==> src/fabric_pkg.sv <==
//####################
// shared widths, register map and enums of the transfer fabric
// offsets are byte addresses on the 20-bit register bus
// per-channel registers sit at base + 4*n
//####################
package fabric_pkg;

  localparam int ADDR_W = 20;
  localparam int DATA_W = 32;
  localparam int BE_W   = 4;
  localparam int LEN_W  = 7;  // up to 127 words per transfer

  localparam logic [ADDR_W-1:0] OFS_CFG      = 20'h00000;  // stride 4
  localparam logic [ADDR_W-1:0] OFS_RAM_MODE = 20'h00020;
  localparam logic [ADDR_W-1:0] OFS_STATUS   = 20'h00068;  // busy bits
  localparam logic [ADDR_W-1:0] OFS_RESULT   = 20'h00080;  // stride 4
  localparam logic [ADDR_W-1:0] OFS_LAUNCH   = 20'h00200;  // stride 4
  localparam logic [ADDR_W-1:0] OFS_ID       = 20'h00800;

  localparam logic [DATA_W-1:0] ID_WORD = 32'hCA11EF3A;

  // operand memory n answers where addr[19:12] == RAM_REGION_BASE + n
  localparam logic [7:0] RAM_REGION_BASE = 8'd1;

  typedef enum logic [1:0] {
    BUS_IDLE,
    BUS_WRITE,
    BUS_READ,
    BUS_READ_WAIT
  } bus_state_e;

  typedef enum logic [2:0] {
    CH_IDLE,
    CH_FETCH,  // memory read ahead of a TCDM write
    CH_REQ,
    CH_WAIT
  } chan_state_e;

  typedef enum logic [1:0] {
    MODE_WORD,
    MODE_HALF,
    MODE_BYTE,
    MODE_WORD_ALT  // same as word
  } ram_mode_e;

endpackage

==> src/tcdm_channel.sv <==
//####################
// block transfer engine, one outstanding TCDM access
// cfg_wen 1 copies TCDM into the operand memory, 0 copies out
// launch is ignored while busy or with a zero length
//####################
`timescale 1ns/1ps
module tcdm_channel
  import fabric_pkg::*;
#(
  parameter int RAM_AW = 10
) (
  input  logic              CLK,
  input  logic              rst_n,
  input  logic              launch,
  input  logic [ADDR_W-1:0] cfg_addr,
  input  logic [BE_W-1:0]   cfg_be,
  input  logic              cfg_wen,
  input  logic [LEN_W-1:0]  cfg_len,
  output logic              busy,
  output logic [DATA_W-1:0] result,
  output logic              tcdm_req,
  output logic              tcdm_wen,
  output logic [ADDR_W-1:0] tcdm_addr,
  output logic [DATA_W-1:0] tcdm_wdata,
  output logic [BE_W-1:0]   tcdm_be,
  input  logic              tcdm_gnt,
  input  logic              tcdm_valid,
  input  logic [DATA_W-1:0] tcdm_rdata,
  output logic [RAM_AW-1:0] ram_idx,
  output logic              ram_we,
  output logic [DATA_W-1:0] ram_wdata,
  input  logic [DATA_W-1:0] ram_rdata
);

  chan_state_e      state;
  logic [LEN_W-1:0] cnt;  // words completed
  logic [LEN_W-1:0] cnt_nxt;
  logic [LEN_W-1:0] len_q;
  logic             start;
  logic             beat_done;
  logic             last_beat;

  assign start     = (state == CH_IDLE) && launch && (cfg_len != '0);
  assign beat_done = (state == CH_WAIT) && tcdm_valid;
  assign cnt_nxt   = cnt + 1'b1;
  assign last_beat = (cnt_nxt == len_q);

  assign busy       = (state != CH_IDLE);
  assign ram_idx    = RAM_AW'(cnt);  // memory index follows the word count
  assign ram_we     = beat_done && tcdm_wen;  // store on the read beat itself
  assign ram_wdata  = tcdm_rdata;
  assign tcdm_wdata = ram_rdata;  // stable while the index is held

  always_ff @(posedge CLK or negedge rst_n) begin
    if (!rst_n) begin
      state    <= CH_IDLE;
      cnt      <= '0;
      tcdm_req <= 1'b0;
      result   <= '0;
    end else begin
      case (state)
        CH_IDLE: begin
          if (start) begin
            cnt <= '0;
            if (cfg_wen) begin
              state    <= CH_REQ;
              tcdm_req <= 1'b1;
            end else begin
              state <= CH_FETCH;
            end
          end
        end
        CH_FETCH: begin  // memory latches the word this cycle
          state    <= CH_REQ;
          tcdm_req <= 1'b1;
        end
        CH_REQ: begin
          if (tcdm_gnt) begin
            tcdm_req <= 1'b0;
            state    <= CH_WAIT;
          end
        end
        CH_WAIT: begin
          if (tcdm_valid) begin
            cnt <= cnt_nxt;
            if (tcdm_wen) result <= tcdm_rdata;
            if (last_beat) begin
              state <= CH_IDLE;
            end else if (tcdm_wen) begin
              state    <= CH_REQ;
              tcdm_req <= 1'b1;
            end else begin
              state <= CH_FETCH;
            end
          end
        end
        default: state <= CH_IDLE;
      endcase
    end
  end

  always_ff @(posedge CLK) begin
    if (start) begin
      tcdm_addr <= cfg_addr;
      tcdm_be   <= cfg_be;
      tcdm_wen  <= cfg_wen;
      len_q     <= cfg_len;
    end else if (beat_done) begin
      tcdm_addr <= tcdm_addr + ADDR_W'(4);  // next word
    end
  end

  a_no_req_idle: assert property (@(posedge CLK) disable iff (!rst_n)
    (state == CH_IDLE) |-> !tcdm_req);

endmodule

==> config.mk <==
export PLATFORM = sky130hd
export DESIGN_NAME = tcdm_channel
export DESIGN_NICKNAME = d
export VERILOG_FILES = /design/src/fabric_pkg.sv /design/src/tcdm_channel.sv
export SDC_FILE = /design/constraint.sdc
export NUM_CORES = 1
export LEC_CHECK = 0
export BUFFER_PORTS_ARGS = -buffer_cell sky130_fd_sc_hd__buf_2
export CORE_AREA = 2 2 98 100
export CTS_BUF_LIST = sky130_fd_sc_hd__clkbuf_4
export DETAILED_ROUTE_END_ITERATION = 8
export DIE_AREA = 0 0 100 102
export PLACE_DENSITY_LB_ADDON = 0.15
export REMOVE_ABC_BUFFERS = 1
export SYNTH_ARGS = -nofsm -noshare
export SYNTH_HDL_FRONTEND = slang
export SYNTH_SLANG_ARGS = --single-unit
==> constraint.sdc <==
create_clock -name CLK -period 3.7 [get_ports CLK]
set_input_delay 0 -clock CLK [delete_from_list [all_inputs] [get_ports CLK]]
set_output_delay 0 -clock CLK [all_outputs]
set_load 0.03 [all_outputs]
==> reports/qor.txt, run 1 <==
CTS max path bufs: 2
met3 routed WL: 1240 um
Tcrit/Tclk final: 69.0%
Inserted Diodes: 0
f_max: 392 MHz
ys flop type: dfrtp_1
synthesized area per cell: 11.2 um^2
CP startpoint kind: input pin
antenna-violating nets left: 0
RSZ-0062 raised after global routing: no
crit end category: register
area of placed instances: 4440 um^2
sequential fraction of the synthesis area: 50.2%
CTS Sinks: 74
Die X: 100 um
Final Wtd Congestion: 0.809
1st-iter DRT viols: 108
Initial Util: 44.0%
Area Overhead vs Synth: 30.0%
Worst-Skew Late Latency: 0.42 ns
Root Buffer: clkbuf_4
crit path kind: in -> reg
drt pass-1 iters: 4
CTS tree: done
vias in the first global route: 2999
M1 WL: 4470 um
DRC errors left: 0
cell family with most CP delay: simple AND/OR/NAND/NOR gates
I/O pins: 235
per-cell routed wire length: 16.6 um
Hold Path Class: in -> out
crit path max fanout: 24
final net count: 634
Yosys warning count: 0
top sig layer: met4
CP required: 3.67 ns
synth top area cells: dfrtp_1 26%, edfxtp_1 24%, buf_4 13%, mux2_2 9.0%, xor2_1 2.8%
Cell Area, Synth: 4010 um^2
count leader, synth: buf_4
CP bufs+invs: 2
leakage power: 2.41 nW
MaxCap Viol Count: 0
GRT Overall Usage: 20.3%
Post-synth top cells: 68 x buf_4, 42 x dfrtp_1, 32 x edfxtp_1, 32 x mux2_2, 27 x nand2_1
Fin Clk Skew: 0.0167 ns
Final Hold Vio Count: 0
Core ar.: 9110 um^2
H-Tree Depth: 3
EDFF count, synth: 32
Critical-path top delay cell: nand2_1
Clock transition at path regs: 0.11 ns
Final setup viols: 0
Die Ht: 102 um
grt total ovfl: 0
routed via count: 3201
post-synthesis cell count: 357
largest net degree at the start of global routing: 43
Rel. slew slack: 35.6%
first-pass GRT wire length: 15700 um
Synth top area share: 26.2%
num rows: 35
setup TNS: 0 ns
Synth async-reset ratio: 56.8%
Netlist cell types: 47
status: finished clean
WL final: 10700 um
Pwr per Cell Area: 702 nW/um^2
Final Cell Area: 5220 um^2
Slew @ Worst Pin: 0.966 ns
CP cell instances: dlygate4sd3_1 -> buf_2 -> or4_4 -> o211ai_4 -> nand2_1
via/cell ratio: 4.98
R2R Setup Slk: 1.43 ns
CTS resizes: 0
worst IR drop on VDD: 0.387 mV
antenna violations before repair: 0
met2 WL: 4850 um
Synth area leader: dfrtp_1
delay of the slowest critical-path stage: 0.69 ns
post-synthesis register bit count: 74
IO Port Bufs: 167
DP Wirelength: 7360 um
final slew viol count: 0
clock period minus worst slack: 2.55 ns
share of cells above drive strength 1: 42.7%
Arr. time, crit path: 2.52 ns
full die area: 10200 um^2
total CTS buffers: 9
==> timing repair <==
item | in CTS | in global routing
hold buffers | 66 | 0
endpoints found under the hold margin | 109 | 0
setup buffers | 0 | 0
==> worst paths after layout <==
kind                                    from             to  depth (start not counted)
worst min-delay path            ram_rdata[8]  tcdm_wdata[8]                          0
worst max register to register      state[0]  tcdm_addr[12]                          4
max in group asynchronous              rst_n     result[14]                          2
min in group asynchronous              rst_n     result[25]                          2
worst min register to register    result[24]     result[24]                          1
worst max-delay path              cfg_len[2]  tcdm_addr[12]                          5
==> metal layers <==
layer	vias to the layer above	global-route usage, %
met5	-	2.40
met1	1488	24.3
met2	177	31.5
li1	1529	-
met3	7	10.3
met4	0	7.27
==> cell families after synthesis <==
group	share of synthesized area (%)
AND/OR/NAND/NOR	9.70
XOR/XNOR	5.02
flip-flops	50.2
buffers and inverters	14.9
multiplexers	9.61
AO/OA/AOI/OAI	8.61
adder cells (fa/ha/maj)	1.87
other	0.0935
==> final cells by class <==
class	count	area (um^2)
clock buffer	9	67.6
clock inverter	7	43.8
fill	774	3890
inverter	11	41.3
multi-input combinational	197	1410
sequential	74	2010
tap	111	139
timing repair buffer	234	1500
==> cells in the final DEF (no fill, tap or decap), types with 4 or more instances in the layout <==
master         netlist  layout
o21ai_1              7       7
dfrtp_1             42      42
xnor2_1             10      10
and3_1               4       4
edfxtp_1            32      32
nand3_1             12      12
xor2_1              13      13
nor2_1              16      16
a31oi_1              6       6
mux2_2              32      32
buf_2                4     167
dlygate4sd3_1        0      66
a21oi_1             17      17
o21ai_0              8       8
ha_1                 6       6
or3_1                4       4
nand2_1             27      27
inv_1               10      10
clkbuf_4             0       9
==> report_power, final <==
group / total [mW] / switching (mW) / internal [mW]
Clock: 0.434 / 0.297 / 0.136
Sequential: 1.44 / 0.210 / 1.23
Combinational: 1.79 / 1.16 / 0.629
Total: 3.66 / 1.67 / 1.99
==> stage by stage <==
step	setup WS (ns)	util (%)	hold slack (ns)	instances	power, mW
final	1.15	57.3	0.000209	643	3.66
after global routing	1.06	57.3	0.000207	643	3.90
after CTS	1.17	57.3	0.000240	643	3.68
after detailed placement	1.24	48.8	0.000240	561	3.20
after global placement	1.30	48.8	0.000240	561	3.17
after floorplan	1.53	-	-0.296	282	2.63
==> sequential cells by signal (all words and copies together) (netlist names) <==
name,flops
tcdm_req,1
state,2
result,32
cnt,7
tcdm_addr,20
len_q,7
tcdm_be,4
tcdm_wen,1
(Power assumes the default switching activity.)
==> run 2: changes to the inputs <==
ABC_AREA = 1   (was not set)
CORE_AREA = 2 2 104 106   (was 2 2 98 100)
DIE_AREA = 0 0 106 108   (was 0 0 100 102)
clock period = 2.12 ns   (was 3.7 ns; I/O delays follow)
==> reports/qor.txt, run 2 <==
status: finished clean
Final Cell Area: 5520 um^2 (+5.9%)
Slew @ Worst Pin: 0.929 ns (-0.0373 ns)
first-pass GRT wire length: 17700 um (+13%)
crit path kind: reg -> reg
synth top area cells: dfrtp_1 25%, edfxtp_1 23%, nand2_1 18%, buf_4 12%, inv_1 3.3%
Synth Area in Compound Gates: 3.91% (-4.7 points)
Hold Path Class: in -> out
CTS max path bufs: 2 (unchanged)
Final Wtd Congestion: 0.835 (+3.2%)
leakage power: 2.87 nW (+19%)
CP cell instances: inv_1 -> ha_1 -> nand2_1 -> o21bai_4 -> a21oi_2 -> nand2_1 -> inv_1 -> nand3_1 -> o21ai_0
final net count: 773 (+22%)
Core ar.: 10200 um^2 (+12%)
synthesized area per cell: 8.46 um^2 (-25%)
worst IR drop on VDD: 0.554 mV (+43%)
total CTS buffers: 9 (unchanged)
I/O pins: 235 (unchanged)
Yosys warning count: 0 (unchanged)
Die Ht: 108 um (+5.9%)
antenna violations before repair: 0 (unchanged)
full die area: 11400 um^2 (+12%)
post-synthesis adder-cell area fraction: 1.81% (-0.065 points)
WL final: 11400 um (+7.4%)
largest family of logic cells by synthesized area: simple AND/OR/NAND/NOR gates
EDFF count, synth: 32 (unchanged)
count leader, synth: nand2_1
Fin Clk Skew: 0.0144 ns (-0.00231 ns)
antenna-violating nets left: 0 (unchanged)
CP required: 2.45 ns (-1.22 ns)
DP Wirelength: 8140 um (+11%)
grt total ovfl: 0 (unchanged)
f_max: 534 MHz
Arr. time, crit path: 2.20 ns (-0.32 ns)
vias in the first global route: 3388 (+13%)
setup TNS: 0 ns (unchanged)
CP startpoint kind: register
fin util: 54.0% (-3.3 points)
post-synthesis cell count: 491 (+38%)
post-synthesis register bit count: 74 (unchanged)
post-synthesis mux area share: 0% (-9.6 points)
Die X: 106 um (+6.0%)
Pwr per Cell Area: 1340 nW/um^2 (+91%)
via/cell ratio: 4.52 (-9.1%)
ys flop type: dfrtp_1
crit end category: register
crit path max fanout: 15 (-38%)
Synth top area share: 25.3% (-0.91 points)
commonest non-fill, non-tap cell in the layout: nand2_1
sequential fraction of the synthesis area: 48.4% (-1.7 points)
drt pass-1 iters: 6 (+2)
Area Overhead vs Synth: 32.9%
per-cell routed wire length: 14.2 um (-14%)
share of cells above drive strength 1: 31.1% (-12 points)
Rel. slew slack: 38.1% (+2.5 points)
H-Tree Depth: 3 (unchanged)
Tcrit/Tclk final: 88.3%
placed insts: 725 (+29%)
CP bufs+invs: 2 (unchanged)
Cell Area, Synth: 4160 um^2 (+3.6%)
CTS Sinks: 74 (unchanged)
Clock transition at path regs: 0.12 ns (about the same)
Post-synth top cells: 195 x nand2_1, 68 x buf_4, 42 x dfrtp_1
Fillers: 950 (+23%)
cell family with most CP delay: compound AO/OA/AOI/OAI gates
RSZ-0062 raised after global routing: no
Final Hold Vio Count: 0 (unchanged)
num rows: 37 (+5.7%)
largest net degree at the start of global routing: 43 (unchanged)
most frequent cells in the layout: 195 x nand2_1, 167 x buf_2, 66 x dlygate4sd3_1
Synth Area in XOR/XNOR: 2.50% (-2.5 points)
Finished Layout Cells: 807 (+26%)
Final setup viols: 0 (unchanged)
Root Buffer: clkbuf_4
Netlist cell types: 34 (-28%)
DRC errors left: 0 (unchanged)
Critical-path top delay cell: dfrtp_1
MaxCap Viol Count: 0 (unchanged)
Post-Synth Simple-Gate Area: 26.6% (+17 points)
Worst-Skew Late Latency: 0.40 ns (-0.02 ns)
area of placed instances: 4680 um^2 (+5.2%)
routed via count: 3650 (+14%)
Top Registers: result x32, tcdm_addr x20
max reg flops: 32 (unchanged)
Register Area: 2010 um^2 (unchanged)
1st-iter DRT viols: 250 (+130%)
post-CTS setup repair buffer count: 0 (unchanged)
Initial Util: 40.6% (-3.4 points)
final slew viol count: 0 (unchanged)
delay of the slowest critical-path stage: 0.43 ns (-0.26 ns)
GRT Overall Usage: 19.8% (-0.57 points)
IO Port Bufs: 167 (unchanged)
Top reg by flops: result
Synth area leader: dfrtp_1
CTS tree: done
Inserted Diodes: 0 (unchanged)
Synth async-reset ratio: 56.8% (unchanged)
clock period minus worst slack: 1.87 ns
Multi-input gate area: 1470 um^2 (+4.1%)
## run 2: cell count changes after synthesis, moves of 8 or more
cell     delta
mux2_2     -32
nand2_1   +168
a21oi_1    -14
nor2_1      +8
inv_1      +27
xnor2_1     -8
## run 2: cells by family after synthesis
family          Yosys count
buf+inv                 115
compound gates           26
flops                    74
xor+xnor                 11
other cells               1
fa+ha+maj                 6
simple gates            258
## run 2: final timing paths
path,startpoint,end,slack (ns),cells after the start
max,state[1],cnt[5],0.25,9
min,ram_rdata[25],tcdm_wdata[25],0.0002,0
max reg2reg,state[1],cnt[5],0.25,9
min reg2reg,result[26],result[26],0.48,2
max in group asynchronous,rst_n,result[2],1.27,2
min in group asynchronous,rst_n,result[1],0.26,2
## run 2: layer usage
metal	vias to the layer above	GRT usage (%)	part of all wire (%)
met3	6	9.28	10
met5	-	2.23	0
met1	1650	24.9	44
li1	1829	-	-
met4	0	5.83	0.88
met2	165	30.2	45
## run 2: power by group
part	total [mW]	switching [mW]	internal, mW
clock network	1.10	0.496	0.607
logic	3.63	2.52	1.11
registers	2.66	0.462	2.20
total	7.40	3.48	3.92
## run 2: through the flow
step	power [mW]	setup slack [ns]	hold WS, ns
after floorplan	5.03	-1.10	-0.296
after global placement	6.20	0.281	0.000294
after detailed placement	6.24	0.214	0.000294
after CTS	7.45	0.146	0.000294
after global routing	7.93	0.0428	0.000188
final	7.40	0.248	0.000248
## run 2: repair_timing
action / 4_1_cts / 5_1_grt
resized for setup: 0 / 2
hold buffers: 66 / 0
hold endpoints to repair: 108 / 0
setup endpoints to repair: 0 / 5
## run 2: cell type report
| cell class | instances | share of cell area (%) |
|---|---|---|
| Clock buffer | 10 | 1.36 |
| Clock inverter | 6 | 1.90 |
| Inverter | 39 | 2.65 |
| Multi-Input combinational cell | 304 | 26.5 |
| Sequential cell | 74 | 36.4 |
| Tap cell | 136 | 3.08 |
| Timing Repair Buffer | 238 | 28.1 |
