$ cat config.mk
export PLATFORM = sky130hd
export DESIGN_NAME = lint_slave
export DESIGN_NICKNAME = d
export VERILOG_FILES = /design/src/fabric_pkg.sv /design/src/lint_slave.sv
export SDC_FILE = /design/constraint.sdc
export NUM_CORES = 1
export LEC_CHECK = 0
export BUFFER_PORTS_ARGS = -buffer_cell sky130_fd_sc_hd__buf_2
export CORE_AREA = 2 2 147 149
export DETAILED_ROUTE_END_ITERATION = 10
export DIE_AREA = 0 0 149 151
export PLACE_DENSITY = 0.58
export SLEW_MARGIN = 40
export SYNTH_ARGS = -nofsm -noshare
export SYNTH_HDL_FRONTEND = slang
export SYNTH_SLANG_ARGS = --single-unit
$ cat constraint.sdc
create_clock -name CLK -period 7.7 [get_ports CLK]
set_input_delay 1.155 -clock CLK [delete_from_list [all_inputs] [get_ports CLK]]
set_output_delay 1.155 -clock CLK [all_outputs]
set_load 0.05 [all_outputs]
$ cat src/fabric_pkg.sv
//####################
// shared widths, register map and enums of the transfer fabric
// offsets are byte addresses on the 20-bit register bus
// per-channel registers sit at base + 4*n
//####################
package fabric_pkg;

  localparam int ADDR_W = 20;
  localparam int DATA_W = 32;
  localparam int BE_W   = 4;
  localparam int LEN_W  = 7;  // up to 127 words per transfer

  localparam logic [ADDR_W-1:0] OFS_CFG      = 20'h00000;  // stride 4
  localparam logic [ADDR_W-1:0] OFS_RAM_MODE = 20'h00020;
  localparam logic [ADDR_W-1:0] OFS_STATUS   = 20'h00068;  // busy bits
  localparam logic [ADDR_W-1:0] OFS_RESULT   = 20'h00080;  // stride 4
  localparam logic [ADDR_W-1:0] OFS_LAUNCH   = 20'h00200;  // stride 4
  localparam logic [ADDR_W-1:0] OFS_ID       = 20'h00800;

  localparam logic [DATA_W-1:0] ID_WORD = 32'hCA11EF3A;

  // operand memory n answers where addr[19:12] == RAM_REGION_BASE + n
  localparam logic [7:0] RAM_REGION_BASE = 8'd1;

  typedef enum logic [1:0] {
    BUS_IDLE,
    BUS_WRITE,
    BUS_READ,
    BUS_READ_WAIT
  } bus_state_e;

  typedef enum logic [2:0] {
    CH_IDLE,
    CH_FETCH,  // memory read ahead of a TCDM write
    CH_REQ,
    CH_WAIT
  } chan_state_e;

  typedef enum logic [1:0] {
    MODE_WORD,
    MODE_HALF,
    MODE_BYTE,
    MODE_WORD_ALT  // same as word
  } ram_mode_e;

endpackage

$ cat src/lint_slave.sv
//####################
// register bus slave, one access at a time
// master must drop lint_req for a cycle between requests
// write: gnt in cycle 1, valid in cycle 2; read: gnt 3, valid 4
//####################
`timescale 1ns/1ps
module lint_slave
  import fabric_pkg::*;
#(
  parameter int NUM_CHAN = 2
) (
  input  logic                CLK,
  input  logic                rst_n,
  input  logic                lint_req,
  input  logic                lint_wen,
  input  logic [ADDR_W-1:0]   lint_addr,
  input  logic [DATA_W-1:0]   lint_wdata,
  input  logic [BE_W-1:0]     lint_be,
  output logic                lint_gnt,
  output logic                lint_valid,
  output logic [DATA_W-1:0]   lint_rdata,
  input  logic [DATA_W-1:0]   ram_rdata_aligned,
  input  logic [NUM_CHAN-1:0] chan_busy,
  input  logic [DATA_W-1:0]   chan_result [NUM_CHAN],
  output logic [NUM_CHAN-1:0] ram_sel,
  output logic [11:0]         ram_addr,
  output logic                ram_we,
  output logic [DATA_W-1:0]   ram_wdata_raw,
  output ram_mode_e [1:0]     ram_mode [NUM_CHAN],
  output logic [ADDR_W-1:0]   cfg_addr [NUM_CHAN],
  output logic [BE_W-1:0]     cfg_be [NUM_CHAN],
  output logic [NUM_CHAN-1:0] cfg_wen,
  output logic [LEN_W-1:0]    cfg_len [NUM_CHAN],
  output logic [NUM_CHAN-1:0] launch
);

  bus_state_e            state;
  logic                  saved_req;
  logic                  new_req;
  logic [DATA_W-1:0]     cfg_reg [NUM_CHAN];
  logic [4*NUM_CHAN-1:0] mode_reg;  // rmode in 4n+1..4n, wmode in 4n+3..4n+2
  logic [NUM_CHAN-1:0]   win_hit;
  logic [NUM_CHAN-1:0]   cfg_hit;
  logic [NUM_CHAN-1:0]   res_hit;
  logic [NUM_CHAN-1:0]   launch_hit;
  logic [DATA_W-1:0]     reg_rdata;

  assign new_req = lint_req & ~saved_req & ~lint_gnt;  // rising request edge

  always_comb begin
    win_hit    = '0;
    cfg_hit    = '0;
    res_hit    = '0;
    launch_hit = '0;
    for (int n = 0; n < NUM_CHAN; n++) begin
      win_hit[n]    = (lint_addr[ADDR_W-1:12] == RAM_REGION_BASE + 8'(n));
      cfg_hit[n]    = (lint_addr == OFS_CFG + ADDR_W'(4 * n));
      res_hit[n]    = (lint_addr == OFS_RESULT + ADDR_W'(4 * n));
      launch_hit[n] = (lint_addr == OFS_LAUNCH + ADDR_W'(4 * n));
    end
  end

  // register read mux, zero when nothing matches
  always_comb begin
    reg_rdata = '0;
    for (int n = 0; n < NUM_CHAN; n++) begin
      if (cfg_hit[n]) reg_rdata = cfg_reg[n];
      if (res_hit[n]) reg_rdata = chan_result[n];
    end
    if (lint_addr == OFS_RAM_MODE) reg_rdata = DATA_W'(mode_reg);
    if (lint_addr == OFS_STATUS) reg_rdata = DATA_W'(chan_busy);
    if (lint_addr == OFS_ID) reg_rdata = ID_WORD;
  end

  always_ff @(posedge CLK or negedge rst_n) begin
    if (!rst_n) begin
      state      <= BUS_IDLE;
      saved_req  <= 1'b0;
      lint_gnt   <= 1'b0;
      lint_valid <= 1'b0;
      ram_sel    <= '0;
      ram_we     <= 1'b0;
      launch     <= '0;
      mode_reg   <= '0;
      for (int n = 0; n < NUM_CHAN; n++) cfg_reg[n] <= '0;
    end else begin
      saved_req  <= lint_req;
      lint_gnt   <= 1'b0;
      lint_valid <= lint_gnt;  // valid always trails gnt by a cycle
      ram_we     <= 1'b0;
      launch     <= '0;
      case (state)
        BUS_IDLE: begin
          if (new_req) begin
            ram_sel <= win_hit;  // held for the whole access
            if (!lint_wen) begin
              lint_gnt <= 1'b1;
              state    <= BUS_WRITE;
            end else begin
              state <= BUS_READ;
            end
          end
        end
        BUS_WRITE: begin
          state  <= BUS_IDLE;
          ram_we <= |ram_sel;
          launch <= launch_hit;
          if (lint_addr == OFS_RAM_MODE) mode_reg <= lint_wdata[4*NUM_CHAN-1:0];
          for (int n = 0; n < NUM_CHAN; n++) begin
            for (int b = 0; b < BE_W; b++) begin
              if (cfg_hit[n] && lint_be[b]) cfg_reg[n][8*b +: 8] <= lint_wdata[8*b +: 8];
            end
          end
        end
        BUS_READ: state <= BUS_READ_WAIT;
        BUS_READ_WAIT: begin
          lint_gnt <= 1'b1;
          state    <= BUS_IDLE;
        end
        default: state <= BUS_IDLE;
      endcase
    end
  end

  always_ff @(posedge CLK) begin
    if (state == BUS_IDLE && new_req) ram_addr <= lint_addr[11:0];
    if (state == BUS_WRITE) ram_wdata_raw <= lint_wdata;
    if (state == BUS_READ) lint_rdata <= reg_rdata;
    if (state == BUS_READ_WAIT && |ram_sel) lint_rdata <= ram_rdata_aligned;  // memory word
  end

  for (genvar n = 0; n < NUM_CHAN; n++) begin : g_cfg
    assign cfg_addr[n]    = cfg_reg[n][ADDR_W-1:0];
    assign cfg_be[n]      = cfg_reg[n][23:20];
    assign cfg_len[n]     = cfg_reg[n][30:24];
    assign cfg_wen[n]     = cfg_reg[n][31];  // 1 reads from TCDM
    assign ram_mode[n][0] = ram_mode_e'(mode_reg[4*n +: 2]);  // read mode
    assign ram_mode[n][1] = ram_mode_e'(mode_reg[4*n+2 +: 2]);  // write mode
  end

  // grant and valid are separate one-cycle pulses
  a_gnt_valid_excl: assert property (@(posedge CLK) disable iff (!rst_n)
    !(lint_gnt && lint_valid));

endmodule

==> results_tabular.tex <==
\begin{tabular}{lr}
\hline
Metric & Value \\
\hline
\multicolumn{2}{l}{\textbf{Status}} \\
\quad Outcome & completed \\
\multicolumn{2}{l}{\textbf{CTS}} \\
\quad Total CTS buffers & 17 \\
\quad Number of hold buffers added after cts & 0 \\
\quad Clk pin slew, worst setup/hold paths & roughly 0.070 ns \\
\quad Depth of the CTS H-tree & 4 \\
\quad Number of gates given a new drive strength after cts & 0 \\
\quad Setup Buffers After CTS & 0 \\
\quad Clock Sink Count & 158 \\
\quad TritonCTS clock tree & yes \\
\quad Buffer levels on the longest clock path & 2 \\
\quad Root buffer cell & sky130\_fd\_sc\_hd\_\_clkbuf\_16 \\
\quad Clock Latency Late Sink & around 0.43 ns \\
\multicolumn{2}{l}{\textbf{Logic synthesis}} \\
\quad Post-Synthesis Cells & between 500 and 600 \\
\quad Leading post-synthesis cells by instance count & sky130\_fd\_sc\_hd\_\_dfrtp\_1, sky130\_fd\_sc\_hd\_\_edfxtp\_1, sky130\_fd\_sc\_hd\_\_mux2\_2 \\
\quad Cell with the most instances after synthesis & sky130\_fd\_sc\_hd\_\_dfrtp\_1 \\
\quad Number of enable flip-flop cells after synthesis & 76 \\
\quad Mean instance size in the synthesized netlist & roughly 13 um\^{}2 \\
\quad Most area-hungry cell type in the Yosys netlist & sky130\_fd\_sc\_hd\_\_edfxtp\_1 \\
\quad Area share of the largest cell type after synthesis & 31.48\% \\
\quad Syn\_nets & $\sim$730 \\
\quad Warnings from Yosys & 0 \\
\quad Number of different library cells in the post-synthesis netlist & 53 \\
\quad Number of synthesized register bits & roughly 160 \\
\quad Area of the mapped netlist & about 7200 um\^{}2 \\
\quad Leading cell types by total area after synthesis & sky130\_fd\_sc\_hd\_\_edfxtp\_1, sky130\_fd\_sc\_hd\_\_dfrtp\_1, sky130\_fd\_sc\_hd\_\_mux2\_2 \\
\quad Async set or reset register ratio after synthesis & approximately 52\% \\
\quad Part of the Yosys area used for sequential elements & about 60\% \\
\quad Synth Flop Type & sky130\_fd\_sc\_hd\_\_dfrtp\_1 \\
\multicolumn{2}{l}{\textbf{Placed design}} \\
\quad Worst slack, placed & $\sim$3.6 ns \\
\quad Placed wire-length estimate after detailed placement & 19.85 mm \\
\quad Number of input and output port buffers inserted & $\sim$310 \\
\quad GPL Wtd Cong & between 0.8 and 0.9 \\
\multicolumn{2}{l}{\textbf{STA}} \\
\quad Final Hold Vio Count & 0 \\
\quad Worst clock skew on the final layout & roughly 0.0084 ns \\
\quad Minimum clock period & 3.669 ns \\
\quad Setup repair after global routing missed its margin & no \\
\quad Slew Limit Headroom & between 40 and 50\% \\
\quad Setup Viol. Count Final & 0 \\
\quad Final total negative setup slack & 0 ns \\
\quad Tightest Pin Transition & 0.8072 ns \\
\quad Final period utilization & a little under half \\
\quad FMAX & approximately 270 MHz \\
\quad Max-slew violation total from the final report & 0 \\
\quad Smallest setup slack after layout & 4.031 ns \\
\multicolumn{2}{l}{\textbf{Worst setup path}} \\
\quad Buffer and inverter count on the worst path & 1 \\
\quad Critical path arrival & $\sim$4 ns \\
\quad Type of the worst setup path & in -> reg \\
\quad Cells on worst reg2reg path & 6 \\
\quad Minimum setup slack among reg-to-reg paths & $\sim$5.2 ns \\
\quad Worst EP required & 7.96 ns \\
\quad Category of the worst setup path launch point & input pin \\
\quad Crit. End Element & flip-flop \\
\quad Worst R2R Start & state[0]\$\_DFFE\_PN0P\_ \\
\quad Worst R2R End & lint\_rdata[6]\$\_DFFE\_PP\_ \\
\quad Delay-heaviest family, CP & simple AND/OR/NAND/NOR gates \\
\quad Critical-path cell with the highest stage delay & sky130\_fd\_sc\_hd\_\_nor3\_4 \\
\quad Crit Path Max Fanout & 15 \\
\quad CP peak stage delay & approximately 0.8 ns \\
\quad Worst path cell trace & buf\_2 > nor3\_1 > nand4\_1 > nor3\_4 > a22oi\_1 > o31ai\_1 \\
\multicolumn{2}{l}{\textbf{Worst hold path}} \\
\quad Hold path depth & 0 \\
\quad Hold Startpoint & lint\_gnt\$\_DFF\_PN0\_ \\
\quad End point of the most critical hold path & lint\_valid\$\_DFF\_PN0\_ \\
\quad Worst hold-check path type & reg -> reg \\
\multicolumn{2}{l}{\textbf{Detailed routing}} \\
\quad Highest routing layer actually used & met5 \\
\quad Per-cell routed wire length & around 23 um \\
\quad Post-detailed-routing wire length & 26.31 mm \\
\quad Via-to-Cell Ratio & approximately 5.4 \\
\quad Detailed-route wire length on metal 1 & $\sim$11 mm \\
\quad First drt pass iteration count & 5 \\
\quad Met3 wire len & roughly 2.2 mm \\
\quad Met2 routed wirelength & between 10 and 15 mm \\
\quad Drt first-iter violations & about 430 \\
\quad Via count & around 6,200 \\
\quad Antenna Nets Post-Route & 0 \\
\quad Drt drc & 0 \\
\multicolumn{2}{l}{\textbf{Die}} \\
\quad CORE AREA & $\sim$21,000 um\^{}2 \\
\quad Initial Util & approximately a third \\
\quad Die outline area & 22,500 um\^{}2 \\
\quad I/O pin cnt & 313 \\
\quad \# rows & between 50 and 60 \\
\quad Height of the chip & roughly 150 um \\
\quad Die width & roughly 150 um \\
\multicolumn{2}{l}{\textbf{Power and ir drop}} \\
\quad Total power density per cell area & 266.2 nW/um\^{}2 \\
\quad Worst IR Drop VDD & 156.3 uV \\
\quad Leak pwr & roughly 4.6 nW \\
\multicolumn{2}{l}{\textbf{GRT}} \\
\quad First-pass GRT wire length & 37.54 mm \\
\quad Overall global routing resource usage & a little under a quarter \\
\quad GR Overflow Total & 0 \\
\quad Largest net degree at the start of global routing & 47 \\
\quad Vias in the first global route & roughly 6,000 \\
\quad Number of antenna violations at the first check in global routing & 3 \\
\multicolumn{2}{l}{\textbf{Cells and area}} \\
\quad Share of cells above drive strength 1 & slightly below 50\% \\
\quad Final standard cell utilization of the core & between 40\% and 50\% \\
\quad Flip-flop count of the largest register, all copies and words added & 40 \\
\quad Net count reported at finish & 1,034 \\
\quad Layout overhead on the synthesized area & 34.19\% \\
\multicolumn{2}{l}{\textbf{Job}} \\
\quad Max-cap violation count & 0 \\
\hline
\end{tabular}
==> per-layer routing <==
| layer | track usage, % | vias up |
|---|---|---|
| met5 | 0 | - |
| met1 | 29.25 | 3033 |
| li1 | - | 2815 |
| met3 | 6.295 | 51 |
| met2 | 37.12 | 344 |
| met4 | 9.619 | 2 |
==> per-stage QoR <==
stage / total power, mW / std cells / area, um^2 / hold WS (ns)
2_1_floorplan: 1.530 / 564 / 7249 / 0.5001
3_3_place_gp: 1.741 / 1127 / 9097 / 0.3842
3_5_place_dp: 1.744 / 1127 / 9112 / 0.3867
4_1_cts: 2.614 / 1159 / 9718 / 0.4025
5_1_grt: 2.687 / 1161 / 9728 / 0.4177
6_report: 2.590 / 1161 / 9728 / 0.4031
==> cell usage in the layout (no fill, tap or decap), types with 4 or more instances in the layout <==
cell	n
sky130_fd_sc_hd__a2111oi_0	12
sky130_fd_sc_hd__a21oi_1	16
sky130_fd_sc_hd__a221oi_1	12
sky130_fd_sc_hd__a22oi_1	14
sky130_fd_sc_hd__a31oi_1	6
sky130_fd_sc_hd__and2_1	6
sky130_fd_sc_hd__and3_1	16
sky130_fd_sc_hd__and4_1	11
sky130_fd_sc_hd__buf_2	311
sky130_fd_sc_hd__buf_4	7
sky130_fd_sc_hd__clkbuf_16	17
sky130_fd_sc_hd__dfrtp_1	82
sky130_fd_sc_hd__edfxtp_1	76
sky130_fd_sc_hd__ha_1	4
sky130_fd_sc_hd__inv_1	18
sky130_fd_sc_hd__mux2_1	7
sky130_fd_sc_hd__mux2_2	65
sky130_fd_sc_hd__mux2i_1	6
sky130_fd_sc_hd__nand2_1	28
sky130_fd_sc_hd__nand2_2	4
sky130_fd_sc_hd__nand3_1	8
sky130_fd_sc_hd__nand3_4	5
sky130_fd_sc_hd__nand3b_1	4
sky130_fd_sc_hd__nand4_1	9
sky130_fd_sc_hd__nor2_1	30
sky130_fd_sc_hd__nor3_1	12
sky130_fd_sc_hd__nor3b_1	4
sky130_fd_sc_hd__nor4_1	12
sky130_fd_sc_hd__o21ai_0	18
==> where the power goes <==
group | switching [mW] | internal [mW]
combinational | 0.540 | 0.124
sequential | 0.0307 | 1.03
clock | 0.378 | 0.490
==> worst max path at each step <==
stage | start | to | slack (ns) | depth (start not counted)
after floorplan | state[1]$_DFFE_PN0P_ | cfg_len[11]$_DFFE_PN0P_ | 4.69 | 7
after global placement | lint_addr[13] | lint_rdata[21]$_DFFE_PP_ | 3.42 | 6
after detailed placement | lint_addr[1] | lint_rdata[7]$_DFFE_PP_ | 3.58 | 6
after CTS | lint_addr[1] | lint_rdata[6]$_DFFE_PP_ | 4.03 | 6
after global routing | lint_addr[9] | lint_rdata[4]$_DFFE_PP_ | 3.76 | 6
final | lint_addr[9] | lint_rdata[7]$_DFFE_PP_ | 4.03 | 6
==> worst reg2reg max path: cells and delay by family, from the launching register on <==
kind / cells / cell delay, ns
simple gates: 2 / 0.62
flops: 1 / 0.42
compound gates: 2 / 0.82
fa+ha+maj: 1 / 0.25
buf+inv: 1 / 0.21
==> cells by family after synthesis <==
group                      share of synthesized area [%]
AOI/OAI and AO/OA                                  9.803
adders and majority gates                         0.8630
buffers and inverters                              2.641
DFF                                                59.79
muxes                                              12.01
and+or+nand+nor                                    14.89
==> final cells by class <==
type | count | area (um^2)
antenna | 2 | 5.005
clock buffer | 17 | 425.4
clock inverter | 15 | 180.2
fill | 1980 | 11090
inverter | 18 | 67.56
multi-input combinational | 358 | 2763
sequential | 158 | 4334
tap | 275 | 344.1
timing repair buffer | 318 | 1609
Power figures use the tool's default switching activity.
