--- config.mk ---
export PLATFORM = sky130hd
export DESIGN_NAME = lane_align
export DESIGN_NICKNAME = d
export VERILOG_FILES = /design/src/fabric_pkg.sv /design/src/lane_align.sv
export SDC_FILE = /design/constraint.sdc
export NUM_CORES = 1
export LEC_CHECK = 0
export ABC_AREA = 1
export BUFFER_PORTS_ARGS = -buffer_cell sky130_fd_sc_hd__buf_2
export CAP_MARGIN = 10
export CELL_PAD_IN_SITES_DETAIL_PLACEMENT = 0
export CELL_PAD_IN_SITES_GLOBAL_PLACEMENT = 1
export CORE_MARGIN = 4
export CORE_UTILIZATION = 19
export DETAILED_ROUTE_END_ITERATION = 12
export PLACE_DENSITY_LB_ADDON = 0.1
export SYNTH_ARGS = -nofsm -noshare
export SYNTH_HDL_FRONTEND = slang
export SYNTH_SLANG_ARGS = --single-unit
--- constraint.sdc ---
create_clock -name vclk -period 1.58
set_clock_uncertainty 0.1 [all_clocks]
set_input_delay 0.316 -clock vclk [all_inputs]
set_output_delay 0.316 -clock vclk [all_outputs]
set_load 0.02 [all_outputs]
--- src/fabric_pkg.sv ---
//####################
// shared widths, register map and enums of the transfer fabric
// offsets are byte addresses on the 20-bit register bus
// per-channel registers sit at base + 4*n
//####################
package fabric_pkg;

  localparam int ADDR_W = 20;
  localparam int DATA_W = 32;
  localparam int BE_W   = 4;
  localparam int LEN_W  = 7;  // up to 127 words per transfer

  localparam logic [ADDR_W-1:0] OFS_CFG      = 20'h00000;  // stride 4
  localparam logic [ADDR_W-1:0] OFS_RAM_MODE = 20'h00020;
  localparam logic [ADDR_W-1:0] OFS_STATUS   = 20'h00068;  // busy bits
  localparam logic [ADDR_W-1:0] OFS_RESULT   = 20'h00080;  // stride 4
  localparam logic [ADDR_W-1:0] OFS_LAUNCH   = 20'h00200;  // stride 4
  localparam logic [ADDR_W-1:0] OFS_ID       = 20'h00800;

  localparam logic [DATA_W-1:0] ID_WORD = 32'hCA11EF3A;

  // operand memory n answers where addr[19:12] == RAM_REGION_BASE + n
  localparam logic [7:0] RAM_REGION_BASE = 8'd1;

  typedef enum logic [1:0] {
    BUS_IDLE,
    BUS_WRITE,
    BUS_READ,
    BUS_READ_WAIT
  } bus_state_e;

  typedef enum logic [2:0] {
    CH_IDLE,
    CH_FETCH,  // memory read ahead of a TCDM write
    CH_REQ,
    CH_WAIT
  } chan_state_e;

  typedef enum logic [1:0] {
    MODE_WORD,
    MODE_HALF,
    MODE_BYTE,
    MODE_WORD_ALT  // same as word
  } ram_mode_e;

endpackage

--- src/lane_align.sv ---
//####################
// lane steering between the bus and a word-wide operand memory
// narrow writes store the selected lane zero-extended
// narrow reads place the stored low lane back at the byte address
//####################
`timescale 1ns/1ps
module lane_align
  import fabric_pkg::*;
(
  input  logic [1:0]        addr_lo,
  input  ram_mode_e         wmode,
  input  ram_mode_e         rmode,
  input  logic [DATA_W-1:0] wdata_raw,
  input  logic [DATA_W-1:0] rdata_word,
  output logic [DATA_W-1:0] wdata_word,
  output logic [DATA_W-1:0] rdata_aligned
);

  always_comb begin
    case (wmode)
      MODE_HALF: begin
        if (addr_lo[1]) wdata_word = {16'b0, wdata_raw[31:16]};
        else wdata_word = {16'b0, wdata_raw[15:0]};
      end
      MODE_BYTE: wdata_word = {24'b0, wdata_raw[8*addr_lo +: 8]};
      default:   wdata_word = wdata_raw;  // word and alternate word
    endcase
  end

  // read side works on the registered memory word
  always_comb begin
    case (rmode)
      MODE_HALF: begin
        if (addr_lo[1]) rdata_aligned = {rdata_word[15:0], 16'b0};
        else rdata_aligned = {16'b0, rdata_word[15:0]};
      end
      MODE_BYTE: rdata_aligned = {24'b0, rdata_word[7:0]} << (8 * addr_lo);
      default:   rdata_aligned = rdata_word;
    endcase
  end

endmodule

==> impl_metrics.yaml, run 1 <==
run_status:
  outcome: "finished, violations left"
  violations: "setup timing"
die:
  fp.dieH_um: 91.6
  die_x_um: 91.6
  die_area_um2: 8400
  ios: 134
  core_area_um2: 6790
  initial_core_util: 0.196
  floorplan.rows: 30
global_routing:
  gr-total-overflow: 0
  grt_pass1_vias: 2205
  antenna_found_initial: 0
  grt_pass1_wl_um: 11000
  grt_max_degree: 20
  track_usage: 0.154
routing:
  wire_per_inst_um: 12.6
  ant_nets: 0
  num_vias: 2261
  drt_iter0_markers: 80
  routed_wl_um: 6820
  first_pass_iters: 4
  viasPerCell: 4.16
  drc: 0
timing:
  setup_ws_ns: -0.147
  max_slew_margin: 0.846
  fmax_mhz: 579
  report.final.slew_viol_count: 0
  setup_violations: 64
  final_hold_viol_count: 0
  tightest_slew_ns: 0.231
  fin_crit_ns: 1.73
  rsz0062_at_grt: "true"
  timing.final.crit_share: 1.09
pwr:
  clkPwrFrac: 0
  leakagePower_uw: 0.00189
  p_int_uw: 694
  peakVddDrop_mv: 0.164
  p_sw_frac: 0.520
  p_comb_frac: 1.000
  p_switching_uw: 752
  seq_power_share: 0
  p_total_uw: 1450
  p_per_area_nw_per_um2: 438
min_path:
  holdPathEnd: "wdata_word[20]"
  hold_depth: 4
  min_from: "wdata_raw[20]"
  hp-class: "in2out"
worst_setup_path:
  crit_family: "buffers and inverters"
  crit_arrival_ns: 1.31
  cp_max_fo: 5
  required_ns: 1.16
  path_class: "in2out"
  path_cells: "buf_6 -> ha_4 -> inv_8 -> buf_12 -> buf_16 -> nand2_2 -> nand2_2 -> buf_6"
  slowest_stage: "ha_4"
  slowest_delay_ns: 0.32
  worstSetupEndpointType: "output port"
  startpoint_type: "primary input"
  critical_path_buf_inv_count: 5
clock_tree:
  holdBufCountCts: 0
job:
  drv_cap: 0
placed_design:
  hpwl_um: 4970
  dp_cells: 529
  pre_cts_ws_ns: -0.259
  portBuffers: 134
  routabilityCongestion: 0.748
logic_synthesis:
  synthTopCellsByArea: "nand2_1 51%, inv_1 12%, nand3_1 6.0%, ha_1 3.8%, buf_2 3.0%"
  synth_warnings: 0
  syn_avg_cell_area_um2: 4.50
  synth_top_area_frac: 0.508
  synth_cell_types: 21
  syn_area_um2: 1330
  synth-seq-area-share: 0
  syn_nets: 369
  syn_inst: 295
  synth_area_leader_cell: "nand2_1"
cells_and_area:
  fillers: 703
  seqCellArea_um2: 0
  drive_gt1_frac: 0.622
  num_antenna_cells: 0
  final_common_cell: "nand2_1"
  n_sequential_cell: 0
  clkbuf_count: 0
  final_cells: 543
  fin_nets: 523
  area_delta_synth_final_pct: 149
  layout_common_cells: "125 x nand2_1, 68 x buf_6, 65 x buf_2"
  multi_input_area_um2: 1470
==> tightest hold or removal path, delay by kind of cell <==
family                 cells  cell delay [ns]
buffers and inverters      3             0.23
and+or+nand+nor            1             0.05
==> layer usage <==
layer  up-vias  routed length [um]  track usage
met5         -                   0            0
met2        71                3470        0.283
met3         4                 325       0.0123
met1       999                2970        0.204
met4         0                  57       0.0113
li1       1187                   -            -
==> how the worst max path moves through the flow <==
stage / startpoint / endpoint / slack [ns] / cells after the start
after floorplan: rmode[1] / rdata_aligned[0] / -0.06 / 7
after global routing: rmode[1] / rdata_aligned[16] / -0.18 / 7
final: wmode[1] / wdata_word[7] / -0.15 / 8
after detailed placement: rmode[0] / rdata_aligned[8] / -0.26 / 8
after CTS: wmode[0] / wdata_word[7] / -0.15 / 9
after global placement: rmode[0] / rdata_aligned[28] / -0.23 / 8
==> area by class of cell <==
class              count  area share
repair inverters       1     0.00189
inverters             44      0.0561
repair buffers       163       0.462
multi-input cells    239       0.444
well taps             96      0.0364
==> power by group through the flow <==
stage / registers (uW) / clock network [uW] / logic [uW]
after floorplan: 0 / 0 / 601
after global placement: 0 / 0 / 991
after global routing: 0 / 0 / 1550
final: 0 / 0 / 1450
after CTS: 0 / 0 / 1400
after detailed placement: 0 / 0 / 991
==> what timing repair did <==
action / 4_1_cts / 5_1_grt
gates resized for setup: 211 / 43
endpoints found under the setup margin: 64 / 64
cloned: 5 / 0
setup buffers: 6 / 3
pin swaps: 39 / 19
==> cells in the mapped netlist, drive strengths merged <==
master  instances
nand3          16
ha              4
o22ai           4
clkbuf          1
a21oi           5
nand2         187
a211oi          1
nor2           12
o21ai           8
inv            44
buf            13
==> cells by family (layout without fill, tap and decap cells) <==
kind of cell               after synthesis  in the layout  synth area share
buffers and inverters                   58            208             0.219
and+or+nand+nor                        215            217             0.657
AOI/OAI and AO/OA                       18             18            0.0857
adders and majority gates                4              4            0.0377
==> per-stage QoR <==
stage	TNS, ns	util	area, um2	hold slack [ns]
floorplan	-0.475	-	1460	0.662
global placement	-10.14	0.342	2320	0.845
detailed placement	-10.52	0.342	2320	0.845
CTS	-5.86	0.465	3160	0.825
global route	-8.06	0.486	3300	0.841
finish	-5.18	0.486	3300	0.818
(Power assumes the default switching activity.)
==> inputs of run 2 (changes only) <==
--- a/config.mk
+++ b/config.mk
@@ -6,12 +6,12 @@
 export NUM_CORES = 1
 export LEC_CHECK = 0
 export ABC_AREA = 1
-export BUFFER_PORTS_ARGS = -buffer_cell sky130_fd_sc_hd__buf_2
+export BUFFER_PORTS_ARGS = -buffer_cell sky130_fd_sc_hd__clkbuf_2
 export CAP_MARGIN = 10
 export CELL_PAD_IN_SITES_DETAIL_PLACEMENT = 0
 export CELL_PAD_IN_SITES_GLOBAL_PLACEMENT = 1
 export CORE_MARGIN = 4
-export CORE_UTILIZATION = 19
+export CORE_UTILIZATION = 21
 export DETAILED_ROUTE_END_ITERATION = 12
 export PLACE_DENSITY_LB_ADDON = 0.1
 export SYNTH_ARGS = -nofsm -noshare
==> constraint.sdc (replaced) <==
create_clock -name vclk -period 1.8
set_clock_uncertainty 0.1 [all_clocks]
set_input_delay 0.36 -clock vclk [all_inputs]
set_output_delay 0.36 -clock vclk [all_outputs]
set_load 0.02 [all_outputs]
==> impl_metrics.yaml, run 2 (synthesized netlist as in run 1, its figures left out) <==
pwr:
  peakVddDrop_mv: 0.157
  leakagePower_uw: 0.00170
  p_comb_frac: 1.000
  clkPwrFrac: 0
  p_int_uw: 417
  p_switching_uw: 551
  p_sw_frac: 0.569
  p_per_area_nw_per_um2: 375
  seq_power_share: 0
routing:
  wire_per_inst_um: 11.9
  drt_iter0_markers: 26
  routed_wl_um: 6140
  num_vias: 2198
  first_pass_iters: 4
  ant_nets: 0
  drc: 0
  viasPerCell: 4.28
die:
  fp.dieH_um: 87.5
  floorplan.rows: 28
  initial_core_util: 0.221
  ios: 134
  core_area_um2: 6030
  die_area_um2: 7660
  die_x_um: 87.5
timing:
  max_slew_margin: 0.792
  report.final.slew_viol_count: 0
  rsz0062_at_grt: "true"
  fin_crit_ns: 1.81
  fmax_mhz: 551
  tightest_slew_ns: 0.311
  setup_ws_ns: -0.0137
  timing.final.crit_share: 1.01
  final_hold_viol_count: 0
  setup_violations: 2
cells_and_area:
  seqCellArea_um2: 0
  fin_nets: 515
  final_core_util: 0.428
  num_antenna_cells: 0
  n_sequential_cell: 0
  layout_common_cells: "164 x nand2_1, 96 x clkbuf_2, 36 x inv_1"
  area_delta_synth_final_pct: 94.2
  final_common_cell: "nand2_1"
  clkbuf_count: 0
  drive_gt1_frac: 0.478
  design_area_um2: 2580
min_path:
  holdPathEnd: "rdata_aligned[24]"
  hp-class: "in2out"
  hold_depth: 4
  min_from: "rdata_word[24]"
worst_setup_path:
  crit_arrival_ns: 1.35
  cp_max_fo: 8
  slowest_delay_ns: 0.29
  startpoint_type: "primary input"
  critical_path_buf_inv_count: 4
  path_class: "in2out"
  crit_family: "buffers and inverters"
  path_cells: "buf_8 -> buf_6 -> ha_4 -> inv_2 -> nand2_2 -> a21oi_4 -> nor2_1 -> buf_4"
  worstSetupEndpointType: "output port"
  required_ns: 1.34
  slowest_stage: "a21oi_4"
job:
  drv_cap: 0
global_routing:
  track_usage: 0.145
  grt_pass1_wl_um: 9360
  grt_max_degree: 20
  antenna_found_initial: 0
  grt_pass1_vias: 2010
  gr-total-overflow: 0
clock_tree:
  holdBufCountCts: 0
placed_design:
  post_dp_cell_area_um2: 2180
  routabilityCongestion: 0.767
  hpwl_um: 4860
  portBuffers: 134
run_status:
  violations: "setup timing"
  outcome: "finished, violations left"
run 2: area by class of cell:
type | instances | area [um2]
fill | 714 | 3450
timing repair buffer | 156 | 1100
multi-input combinational | 239 | 1210
tap | 75 | 93.8
inverter | 44 | 175
run 2: per-layer routing:
layer	up-vias	GRT usage	wire, um
met4	0	0.00558	0
met5	-	0	0
met3	0	0.0151	349
met1	973	0.202	2670
li1	1164	-	-
met2	61	0.253	3120
run 2: repair_timing:
action	CTS	global route
buffers inserted	1	0
gates resized for setup	54	94
pin swaps	16	23
gates cloned	3	1
setup endpoints to repair	62	58
run 2: tightest hold or removal path, delay by kind of cell:
kind / cells / cell delay (ns)
buffers and inverters: 2 / 0.18
and+or+nand+nor: 2 / 0.11
run 2: power groups by stage:
| stage | clock [uW] | sequential (uW) | combinational [uW] |
|---|---|---|---|
| floorplan | 0 | 0 | 483 |
| global placement | 0 | 0 | 819 |
| detailed placement | 0 | 0 | 816 |
| CTS | 0 | 0 | 886 |
| global route | 0 | 0 | 1050 |
| finish | 0 | 0 | 967 |
run 2: worst max-delay path by stage:
stage                  start                 to  depth (start not counted)
global route        rmode[0]  rdata_aligned[26]                          7
detailed placement  rmode[0]  rdata_aligned[20]                          8
floorplan           wmode[0]     wdata_word[11]                          6
finish              rmode[0]   rdata_aligned[2]                          8
CTS                 rmode[0]   rdata_aligned[7]                          8
global placement    rmode[0]   rdata_aligned[9]                          9
run 2: metrics by stage:
stage | power [uW] | setup TNS (ns) | hold WS (ns) | setup slack, ns | std cells
6_report | 967 | -0.0180 | 0.913 | -0.0137 | 514
3_3_place_gp | 819 | -7.10 | 0.927 | -0.209 | 510
3_5_place_dp | 816 | -6.97 | 0.930 | -0.214 | 510
4_1_cts | 886 | -0.347 | 0.936 | -0.0342 | 513
5_1_grt | 1050 | -1.04 | 0.933 | -0.0649 | 514
2_1_floorplan | 483 | -0.208 | 0.750 | -0.0443 | 295
==> inputs of run 3 (changes only) <==
--- a/config.mk
+++ b/config.mk
@@ -6,13 +6,13 @@
 export NUM_CORES = 1
 export LEC_CHECK = 0
 export ABC_AREA = 1
-export BUFFER_PORTS_ARGS = -buffer_cell sky130_fd_sc_hd__clkbuf_2
 export CAP_MARGIN = 10
 export CELL_PAD_IN_SITES_DETAIL_PLACEMENT = 0
 export CELL_PAD_IN_SITES_GLOBAL_PLACEMENT = 1
 export CORE_MARGIN = 4
-export CORE_UTILIZATION = 21
+export CORE_UTILIZATION = 38
 export DETAILED_ROUTE_END_ITERATION = 12
+export DONT_BUFFER_PORTS = 1
 export PLACE_DENSITY_LB_ADDON = 0.1
 export SYNTH_ARGS = -nofsm -noshare
 export SYNTH_HDL_FRONTEND = slang
==> impl_metrics.yaml, run 3 (synthesized netlist as in run 1, its figures left out) <==
placed_design:
  pre_cts_ws_ns: -0.0404
  post_dp_cell_area_um2: 1450
  routabilityCongestion: 0.710
  hpwl_um: 3560
  portBuffers: 0
job:
  drv_cap: 0
worst_setup_path:
  startpoint_type: "primary input"
  cp_max_fo: 8
  required_ns: 1.34
  worstSetupEndpointType: "output port"
  crit_arrival_ns: 1.29
  path_class: "in2out"
pwr:
  leakagePower_uw: 0.00103
  peakVddDrop_mv: 0.152
  p_per_area_nw_per_um2: 401
  p_total_uw: 608
global_routing:
  gr-total-overflow: 0
  grt_pass1_wl_um: 6490
  grt_max_degree: 23
  grt_pass1_vias: 1486
  antenna_found_initial: 0
  track_usage: 0.178
clock_tree:
  cts_setup_buffers: 0
timing:
  final_hold_viol_count: 0
  timing.final.crit_share: 0.971
  setup_violations: 0
  report.final.slew_viol_count: 0
  tightest_slew_ns: 0.271
  fmax_mhz: 572
  max_slew_margin: 0.819
  fin_crit_ns: 1.75
  rsz0062_at_grt: "true"
  setup_ws_ns: 0.0528
cells_and_area:
  n_sequential_cell: 0
  multi_input_area_um2: 1100
  design_area_um2: 1520
  area_delta_synth_final_pct: 14.1
  fillers: 417
  clkbuf_count: 0
  seqCellArea_um2: 0
  final_common_cell: "nand2_1"
  num_antenna_cells: 0
  drive_gt1_frac: 0.164
  layout_common_cells: "170 x nand2_1, 41 x inv_1, 20 x buf_4"
  fin_nets: 381
routing:
  drt_iter0_markers: 53
  routed_wl_um: 4630
  viasPerCell: 4.75
  drc: 0
  num_vias: 1667
  first_pass_iters: 4
  wire_per_inst_um: 13.2
  ant_nets: 0
min_path:
  hp-class: "in2out"
die:
  die_x_um: 67.1
  floorplan.rows: 21
  ios: 134
  fp.dieH_um: 67.1
  core_area_um2: 3360
  die_area_um2: 4510
  initial_core_util: 0.395
run_status:
  outcome: "finished clean"
==> run 3: per-layer routing <==
metal  vias up  wire, um  track usage
li1        894         -            -
met1       699      1830        0.201
met2        74      2440        0.358
met3         0       357       0.0283
met4         0         0      0.00759
met5         -         0            0
==> run 3: final cells by class <==
cell class / instances / area share
inverter: 44 / 0.114
multi-input combinational: 239 / 0.729
tap: 46 / 0.0380
timing repair buffer: 22 / 0.120
==> run 3: where the power goes <==
group / leakage (uW) / switching (uW) / total [uW] / internal (uW)
registers: 0 / 0 / 0 / 0
logic: 0.00103 / 429 / 608 / 179
clock network: 0 / 0 / 0 / 0
total: 0.00103 / 429 / 608 / 179
==> run 3: path summary, 6_finish.rpt <==
kind / cells past startpoint / slack (ns) / start / end
worst min-delay path: 2 / 0.75 / wdata_raw[24] / wdata_word[24]
worst max-delay path: 6 / 0.05 / rmode[0] / rdata_aligned[31]
==> run 3: critical path, stage by stage <==
cell and delay (ns):
inv_1 0.08, ha_4 0.14, nand2_1 0.17, o21ai_0 0.28
nand2_1 0.08, nand2_1 0.18
==> run 3: timing repair <==
| item | CTS | global route |
|---|---|---|
| hold endpoints to repair | 0 | 0 |
| pin swaps | 1 | 2 |
| cloned | 0 | 2 |
| gates resized for setup | 7 | 8 |
| hold buffers | 0 | 0 |
| endpoints found under the setup margin | 17 | 43 |
==> run 3: through the flow <==
step / TNS (ns) / cells / util / hold WS, ns
finish: 0 / 351 / 0.451 / 0.754
global route: -0.194 / 351 / 0.451 / 0.766
CTS: 0 / 349 / 0.436 / 0.754
detailed placement: -0.314 / 349 / 0.431 / 0.754
global placement: -0.256 / 349 / 0.431 / 0.754
floorplan: -0.208 / 295 / - / 0.750
